`config.mk`:
```
export PLATFORM = sky130hd
export DESIGN_NAME = refr_top
export DESIGN_NICKNAME = d
export VERILOG_FILES = /design/src/verilog/refr_pkg.sv /design/src/verilog/refr_tick_gen.sv /design/src/verilog/refr_access_gate.sv /design/src/verilog/refr_sched.sv /design/src/verilog/refr_row_track.sv /design/src/verilog/refr_top.sv
export VERILOG_INCLUDE_DIRS = /design/src /design/src/verilog
export SDC_FILE = /design/constraint.sdc
export NUM_CORES = 1
export LEC_CHECK = 0
export ABC_AREA = 1
export BUFFER_PORTS_ARGS = -buffer_cell sky130_fd_sc_hd__buf_2
export CORE_MARGIN = 2
export CORE_UTILIZATION = 40
export DETAILED_ROUTE_END_ITERATION = 16
export PLACE_DENSITY = 0.69
export SYNTH_ARGS = -nofsm -noshare
export SYNTH_HDL_FRONTEND = slang
export SYNTH_SLANG_ARGS = --single-unit
```
`constraint.sdc`:
```
create_clock -name clk -period 2.98 [get_ports clk]
set_clock_uncertainty 0.2 [all_clocks]
set_input_delay 0.298 -clock clk [delete_from_list [all_inputs] [get_ports clk]]
set_output_delay 0.298 -clock clk [all_outputs]
set_load 0.02 [all_outputs]
```
`src/verilog/refr_macros.svh`:
```
`ifndef REFR_MACROS_SVH
`define REFR_MACROS_SVH

// memory macro geometry.
`define REFR_NUMRBNK 8
`define REFR_BITRBNK 3
`define REFR_NUMRROW 16
`define REFR_BITRROW 4

// refresh period in clock cycles, three at the least so that the
// two scheduler stages can drain between pulses.
`define REFR_REFFREQ 10

`endif

```
`src/verilog/refr_pkg.sv`:
```
`include "refr_macros.svh"

package refr_pkg;

  typedef enum logic [0:0] {
    OP_READ  = 1'b0,
    OP_WRITE = 1'b1
  } acc_op_t;

  typedef struct packed {
    acc_op_t                  op;
    logic [`REFR_BITRBNK-1:0] bank;
    logic [`REFR_BITRROW-1:0] row;
  } acc_req_t;

  typedef struct packed {
    logic     valid;
    acc_req_t req;
  } mem_acc_t;

  typedef struct packed {
    logic                     valid;
    logic [`REFR_BITRBNK-1:0] bank;
    logic [`REFR_BITRROW-1:0] row;
  } refr_cmd_t;

  typedef enum logic [0:0] {
    SLOT_EMPTY = 1'b0,
    SLOT_BUSY  = 1'b1
  } slot_state_t;

endpackage

```
`src/verilog/refr_tick_gen.sv`:
```
`timescale 1ns/1ps
`include "refr_macros.svh"

module refr_tick_gen (
  input  logic clk,
  input  logic rst,
  output logic pref
);

  localparam int CW = $clog2(`REFR_REFFREQ);
  localparam logic [CW-1:0] RELOAD = CW'(`REFR_REFFREQ - 1);

  logic [CW-1:0] cnt;

  if (`REFR_REFFREQ < 3) begin : g_period_check
    $error("refresh period must be at least 3 cycles");
  end

  // the counter sits at the reload value during reset, so the first pulse
  // lands on the last cycle of the first full period.
  always_ff @(posedge clk) begin
    if (rst) begin
      cnt <= RELOAD;
    end else if (cnt == '0) begin
      cnt <= RELOAD;
    end else begin
      cnt <= cnt - 1'b1;
    end
  end

  assign pref = (cnt == '0);

  a_pref_single: assert property (@(posedge clk) disable iff (rst)
    pref |=> !pref);

  a_pref_period: assert property (@(posedge clk) disable iff (rst)
    !pref |-> ##[1:`REFR_REFFREQ-1] pref);

endmodule

```
`src/verilog/refr_access_gate.sv`:
```
`timescale 1ns/1ps

module refr_access_gate (
  input  logic               clk,
  input  logic               rst,
  input  logic               pref,
  input  refr_pkg::acc_req_t acc1_req,
  input  logic               acc1_valid,
  output logic               acc1_ready,
  input  refr_pkg::acc_req_t acc2_req,
  input  logic               acc2_valid,
  output logic               acc2_ready,
  output refr_pkg::mem_acc_t mem_acc1,
  output refr_pkg::mem_acc_t mem_acc2
);

  import refr_pkg::*;

  localparam int NPORT = 2;

  logic [NPORT-1:0] port_valid;
  logic [NPORT-1:0] fire;
  logic [NPORT-1:0] valid_q;
  acc_req_t         req_in [NPORT];
  acc_req_t         req_q  [NPORT];

  // both ports are held off for the single cycle a refresh starts.
  assign acc1_ready = ~pref;
  assign acc2_ready = ~pref;

  assign port_valid = {acc2_valid, acc1_valid};
  assign req_in[0]  = acc1_req;
  assign req_in[1]  = acc2_req;
  assign fire       = port_valid & {NPORT{~pref}};

  // ------------------------------------------------------------------------
  // handshake register
  // ------------------------------------------------------------------------

  always_ff @(posedge clk) begin
    if (rst) begin
      valid_q <= '0;
    end else begin
      valid_q <= fire;
    end
  end

  always_ff @(posedge clk) begin
    for (int i = 0; i < NPORT; i++) begin
      if (fire[i]) begin
        req_q[i] <= req_in[i];
      end
    end
  end

  assign mem_acc1 = '{valid: valid_q[0], req: req_q[0]};
  assign mem_acc2 = '{valid: valid_q[1], req: req_q[1]};

  // an access never reaches the memory right behind a refresh start.
  a_no_acc_on_pref: assert property (@(posedge clk) disable iff (rst)
    pref |=> !(mem_acc1.valid || mem_acc2.valid));

endmodule

```
`src/verilog/refr_sched.sv`:
```
`timescale 1ns/1ps
`include "refr_macros.svh"

module refr_sched (
  input  logic                     clk,
  input  logic                     rst,
  input  logic                     pref,
  input  refr_pkg::mem_acc_t       mem_acc1,
  input  refr_pkg::mem_acc_t       mem_acc2,
  output logic                     prefr,
  output logic [`REFR_BITRBNK-1:0] prfbadr,
  output logic                     refr_overflow
);

  import refr_pkg::*;

  localparam logic [`REFR_BITRBNK-1:0] LAST_BANK = `REFR_BITRBNK'(`REFR_NUMRBNK - 1);

  slot_state_t              s0_state;
  slot_state_t              s1_state;
  logic [`REFR_BITRBNK-1:0] s0_bank;
  logic [`REFR_BITRBNK-1:0] s1_bank;
  logic [`REFR_BITRBNK-1:0] bank_ptr;
  logic                     s1_hit;
  logic                     issue;
  logic                     promote;
  logic                     load;
  logic                     drop;

  // ------------------------------------------------------------------------
  // issue and promotion
  // ------------------------------------------------------------------------

  // stage 1 waits while either registered access targets its bank.
  assign s1_hit = (mem_acc1.valid && (mem_acc1.req.bank == s1_bank)) ||
                  (mem_acc2.valid && (mem_acc2.req.bank == s1_bank));
  assign issue   = (s1_state == SLOT_BUSY) && !s1_hit;
  assign promote = (s0_state == SLOT_BUSY) && ((s1_state == SLOT_EMPTY) || issue);

  // stage 0 only frees up this cycle if it can move forward.
  assign drop = pref && (s0_state == SLOT_BUSY) && !promote;
  assign load = pref && !drop;

  assign prefr   = issue;
  assign prfbadr = s1_bank;

  always_ff @(posedge clk) begin
    if (rst) begin
      s0_state <= SLOT_EMPTY;
      s1_state <= SLOT_EMPTY;
    end else begin
      if (load) begin
        s0_state <= SLOT_BUSY;
      end else if (promote) begin
        s0_state <= SLOT_EMPTY;
      end
      if (promote) begin
        s1_state <= SLOT_BUSY;
      end else if (issue) begin
        s1_state <= SLOT_EMPTY;
      end
    end
  end

  always_ff @(posedge clk) begin
    if (load) begin
      s0_bank <= bank_ptr;
    end
    if (promote) begin
      s1_bank <= s0_bank;
    end
  end

  // ------------------------------------------------------------------------
  // round-robin pointer and overflow
  // ------------------------------------------------------------------------

  // the pointer moves on every pulse so a dropped request leaves its bank out.
  always_ff @(posedge clk) begin
    if (rst) begin
      bank_ptr      <= '0;
      refr_overflow <= 1'b0;
    end else begin
      if (pref) begin
        bank_ptr <= (bank_ptr == LAST_BANK) ? '0 : bank_ptr + 1'b1;
      end
      if (drop) begin
        refr_overflow <= 1'b1;
      end
    end
  end

  a_stage_banks_differ: assert property (@(posedge clk) disable iff (rst)
    !((s0_state == SLOT_BUSY) && (s1_state == SLOT_BUSY) && (s0_bank == s1_bank)));

  a_prfbadr_range: assert property (@(posedge clk) disable iff (rst)
    prefr |-> (prfbadr < `REFR_NUMRBNK));

  a_no_bank_conflict: assert property (@(posedge clk) disable iff (rst)
    prefr |-> !(mem_acc1.valid && (mem_acc1.req.bank == prfbadr)) &&
              !(mem_acc2.valid && (mem_acc2.req.bank == prfbadr)));

endmodule

```
`src/verilog/refr_row_track.sv`:
```
`timescale 1ns/1ps
`include "refr_macros.svh"

module refr_row_track (
  input  logic                     clk,
  input  logic                     rst,
  input  logic                     prefr,
  input  logic [`REFR_BITRBNK-1:0] prfbadr,
  output refr_pkg::refr_cmd_t      mem_refr
);

  localparam logic [`REFR_BITRROW-1:0] LAST_ROW = `REFR_BITRROW'(`REFR_NUMRROW - 1);

  logic [`REFR_BITRROW-1:0] row_cnt [`REFR_NUMRBNK];
  logic                     valid_q;
  logic [`REFR_BITRBNK-1:0] bank_q;
  logic [`REFR_BITRROW-1:0] row_q;

  // ------------------------------------------------------------------------
  // per-bank row counters
  // ------------------------------------------------------------------------

  always_ff @(posedge clk) begin
    if (rst) begin
      for (int b = 0; b < `REFR_NUMRBNK; b++) begin
        row_cnt[b] <= '0;
      end
    end else if (prefr) begin
      row_cnt[prfbadr] <= (row_cnt[prfbadr] == LAST_ROW) ? '0 : row_cnt[prfbadr] + 1'b1;
    end
  end

  // the command carries the row before the increment.
  always_ff @(posedge clk) begin
    if (rst) begin
      valid_q <= 1'b0;
    end else begin
      valid_q <= prefr;
    end
  end

  always_ff @(posedge clk) begin
    if (prefr) begin
      bank_q <= prfbadr;
      row_q  <= row_cnt[prfbadr];
    end
  end

  assign mem_refr = '{valid: valid_q, bank: bank_q, row: row_q};

  // back-to-back commands come from the two different scheduler stages.
  a_refr_b2b_bank: assert property (@(posedge clk) disable iff (rst)
    mem_refr.valid ##1 mem_refr.valid |-> (mem_refr.bank != $past(mem_refr.bank)));

endmodule

```
`src/verilog/refr_top.sv`:
```
`timescale 1ns/1ps
`include "refr_macros.svh"

module refr_top (
  input  logic                clk,
  input  logic                rst,
  input  refr_pkg::acc_req_t  acc1_req,
  input  logic                acc1_valid,
  output logic                acc1_ready,
  input  refr_pkg::acc_req_t  acc2_req,
  input  logic                acc2_valid,
  output logic                acc2_ready,
  output logic                pref,
  output refr_pkg::mem_acc_t  mem_acc1,
  output refr_pkg::mem_acc_t  mem_acc2,
  output refr_pkg::refr_cmd_t mem_refr,
  output logic                refr_overflow
);

  logic                     prefr;
  logic [`REFR_BITRBNK-1:0] prfbadr;

  refr_tick_gen u_tick_gen (
    .clk  (clk),
    .rst  (rst),
    .pref (pref)
  );

  refr_access_gate u_access_gate (
    .clk        (clk),
    .rst        (rst),
    .pref       (pref),
    .acc1_req   (acc1_req),
    .acc1_valid (acc1_valid),
    .acc1_ready (acc1_ready),
    .acc2_req   (acc2_req),
    .acc2_valid (acc2_valid),
    .acc2_ready (acc2_ready),
    .mem_acc1   (mem_acc1),
    .mem_acc2   (mem_acc2)
  );

  refr_sched u_sched (
    .clk           (clk),
    .rst           (rst),
    .pref          (pref),
    .mem_acc1      (mem_acc1),
    .mem_acc2      (mem_acc2),
    .prefr         (prefr),
    .prfbadr       (prfbadr),
    .refr_overflow (refr_overflow)
  );

  refr_row_track u_row_track (
    .clk      (clk),
    .rst      (rst),
    .prefr    (prefr),
    .prfbadr  (prfbadr),
    .mem_refr (mem_refr)
  );

endmodule

```
==> run metrics <==
synth top area cells=edfxtp_1 53%, dfxtp_1 9.3%, nand2_1 8.0%; DR pass1 iterations=4; Clk pin slew, worst setup/hold paths=0.07 ns; Post-route DRC=0; global-route wire length before repair=11300 µm; placed insts=482; Gate power share=0.098; syn_nets=359; Crit Path Class=flop to output pin; Starting Density=0.417; WL/cell=13.0 µm; Post-CTS Setup Repair Bufs=0; Non-Filler Instances=517; Slowest Stage Delay on Critical Path=0.51 ns; crit path launch=u_tick_gen.cnt[0]; Peak VDD IR=0.000324 V; mapped cell area=3440 µm²; Worst Path Max Fanout=11; initial antenna violation count=0; via count=2414; CP startpoint kind=flop; Syn Inst Count=335; worst-path cell chain=inv_1 -> ha_1 -> inv_1 -> or2_2 -> nor2_1 -> inv_1 -> buf_2; Hold Fails Final Rpt=0; post-layout instance area=4140 µm²; fin crit period=2.65 ns; Area Growth Syn to Fin=20.4%; post-synth top area cell=edfxtp_1; clk root buf=clkbuf_8; Hold Startpoint=u_tick_gen.cnt[0]; fin crit share=0.890; achievable frequency=0.377 GHz; vias in the first global route=2454; CP required=2.48 ns; Slowest-stage cell, CP=nor2_1; total wire length=6730 µm; Initial DRC Count=121; filler cell count=761; DIE WIDTH=96.7 µm; Die H=96.7 µm; Sw Share=0.239; P per Cell Area=536 nW/µm²; pins over their slew limit=0; Die ar.=9360 µm²; Final setup violation count=0; Max Cap Viol=0; Slew HR=0.556; Synth cell types=34; CTS buffer count=9; Clock Power Share=0.350; HPWL after DPL=4780 µm; share of the synthesized area in the top cell type=0.532; P_leak=1.83 nW; global route total overflow=0; n_diodes=0; Switch Pwr=0.000532 W; worst path arrival time=2.15 ns; count of state elements after synthesis=77; largest net degree at the start of global routing=20; share of cells above drive strength 1=0.218; min-delay worst type=flop to flop; H-tree depth=3; Avg Cell Area, Syn=10.3 µm²; Ys Warns=0; CTS tree=built; register area share after synthesis=0.625; IO Pins=50; gr usage total=0.153; Clock Path Buffers=2; row cnt=33; Int Power=0.00169 W; post-route ant nets=0; core area=8260 µm²; status=finished, final reports clean; # clock sinks=77; Post-DP Area=3760 µm²; Worst-Margin Slew=0.663 ns; worst skew pair latency=0.35 ns; setup_tns=0 ns; IO buf count=49; Final nets=431; routability congestion estimate=0.898; overall power=0.00222 W; Worst Setup End Kind=output pin; Via density=4.67; Flop pwr share=0.552; unrepaired setup endpoints after global routing=false; CP most frequent cell=inv_1
[worst paths after layout]
| path | slack [ns] | depth (start not counted) | to |
|---|---|---|---|
| hold / removal | 0.20 | 1 | u_tick_gen.cnt[0] |
| setup / recovery | 0.33 | 7 | acc2_ready |
| setup reg to reg | 0.60 | 12 | u_row_track.row_cnt[4][3] |
| hold reg to reg | 0.20 | 1 | u_tick_gen.cnt[0] |
[layout make-up]
cell class | instances | area (µm²) | area share
Clock inverter | 4 | 47.5 | 0.0115
Multi-Input combinational cell | 198 | 1020 | 0.247
Sequential cell | 77 | 2150 | 0.519
Timing Repair Buffer | 69 | 443 | 0.107
Clock buffer | 12 | 145 | 0.0350
Inverter | 52 | 200 | 0.0483
Tap cell | 105 | 131 | 0.0317
[power by group through the flow]
stage / combinational, W / clock, W / sequential [W]
2_1_floorplan: 0.000120 / 0 / 0.00127
3_3_place_gp: 0.000196 / 0 / 0.00125
3_5_place_dp: 0.000200 / 0 / 0.00125
4_1_cts: 0.000219 / 0.000789 / 0.00123
5_1_grt: 0.000241 / 0.000836 / 0.00123
6_report: 0.000218 / 0.000778 / 0.00123
[cell usage in the layout, fill, tap and decap left out, drive strengths merged, types with 3 or more instances in the layout]
cell,netlist,routed
edfxtp,61,61
inv,51,51
nand2,81,81
clkinv,1,3
a21oi,12,12
nand3,30,30
dlygate4sd3,0,19
nor2,52,52
buf,7,50
clkbuf,1,12
dfxtp,16,16
ha,4,4
xor2,5,5
o21ai,7,7
[through the flow]
step,utilization,worst slack (ns),hold slack (ns)
after global routing,0.502,0.118,0.215
after floorplan,-,0.853,0.165
after CTS,0.502,0.342,0.198
after detailed placement,0.455,0.592,0.181
final,0.502,0.329,0.201
after global placement,0.455,0.655,0.175
[routing by layer]
layer	track usage	wire (µm)
met3	0.0318	329
met2	0.272	3500
met4	0.0748	164
met5	0	0
met1	0.175	2740
[logic make-up (layout without fill, tap and decap cells)]
logic type,after synthesis,after routing,share of synthesized area
DFF,77,77,0.625
xor gates and xnor gates,5,5,0.0182
AOI/OAI and AO/OA,22,22,0.0404
adders and majority gates,4,4,0.0145
and+or+nand+nor,167,167,0.224
buffers and inverters,60,137,0.0771
[cell usage after synthesis]
cell type and n:
nor2_4 1, xor2_4 1, o211a_1 1, nand4_1 1
o21bai_4 1, edfxtp_1 61, nand3_1 23, buf_6 3
a21oi_1 10, nor2_2 1, nand3_2 6, a21o_1 1
ha_1 4, clkinv_1 1, inv_6 1, nor2_8 1
o21ai_1 3, buf_2 1, clkbuf_1 1, nand2_2 6
o21ai_0 4, nand2_4 2, buf_4 3, nor2_1 49
dfxtp_1 16, nand3_4 1, nor3_1 1, nand2_1 73
and3_1 1, xor2_1 4, inv_1 48, inv_2 2
or2_2 1, a21oi_2 2
[registers in the layout (all words and copies together) (netlist names), named ones only]
| signal | cells |
|---|---|
| u_row_track.row_q | 4 |
| u_sched.s0_bank | 3 |
| u_row_track.valid_q | 1 |
| u_row_track.bank_q | 3 |
| u_sched.s1_state | 1 |
| u_sched.prfbadr | 3 |
| u_sched.s0_state | 1 |
| u_row_track.row_cnt | 32 |
| u_sched.refr_overflow | 1 |
| u_sched.bank_ptr | 3 |
| u_access_gate.req_q | 16 |
| u_tick_gen.cnt | 4 |
| u_access_gate.valid_q | 2 |
[critical path, delay by kind of cell, from the launching register on]
kind | cells | cell delay [ns]
DFF | 1 | 0.32
adders and majority gates | 1 | 0.15
and+or+nand+nor | 2 | 0.79
buffers and inverters | 4 | 0.55
[what timing repair did]
action | 4_1_cts | 5_1_grt
hold buffers | 19 | 0
resized for setup | 0 | 0
hold endpoints to repair | 20 | 0
Power figures use the tool's default switching activity.
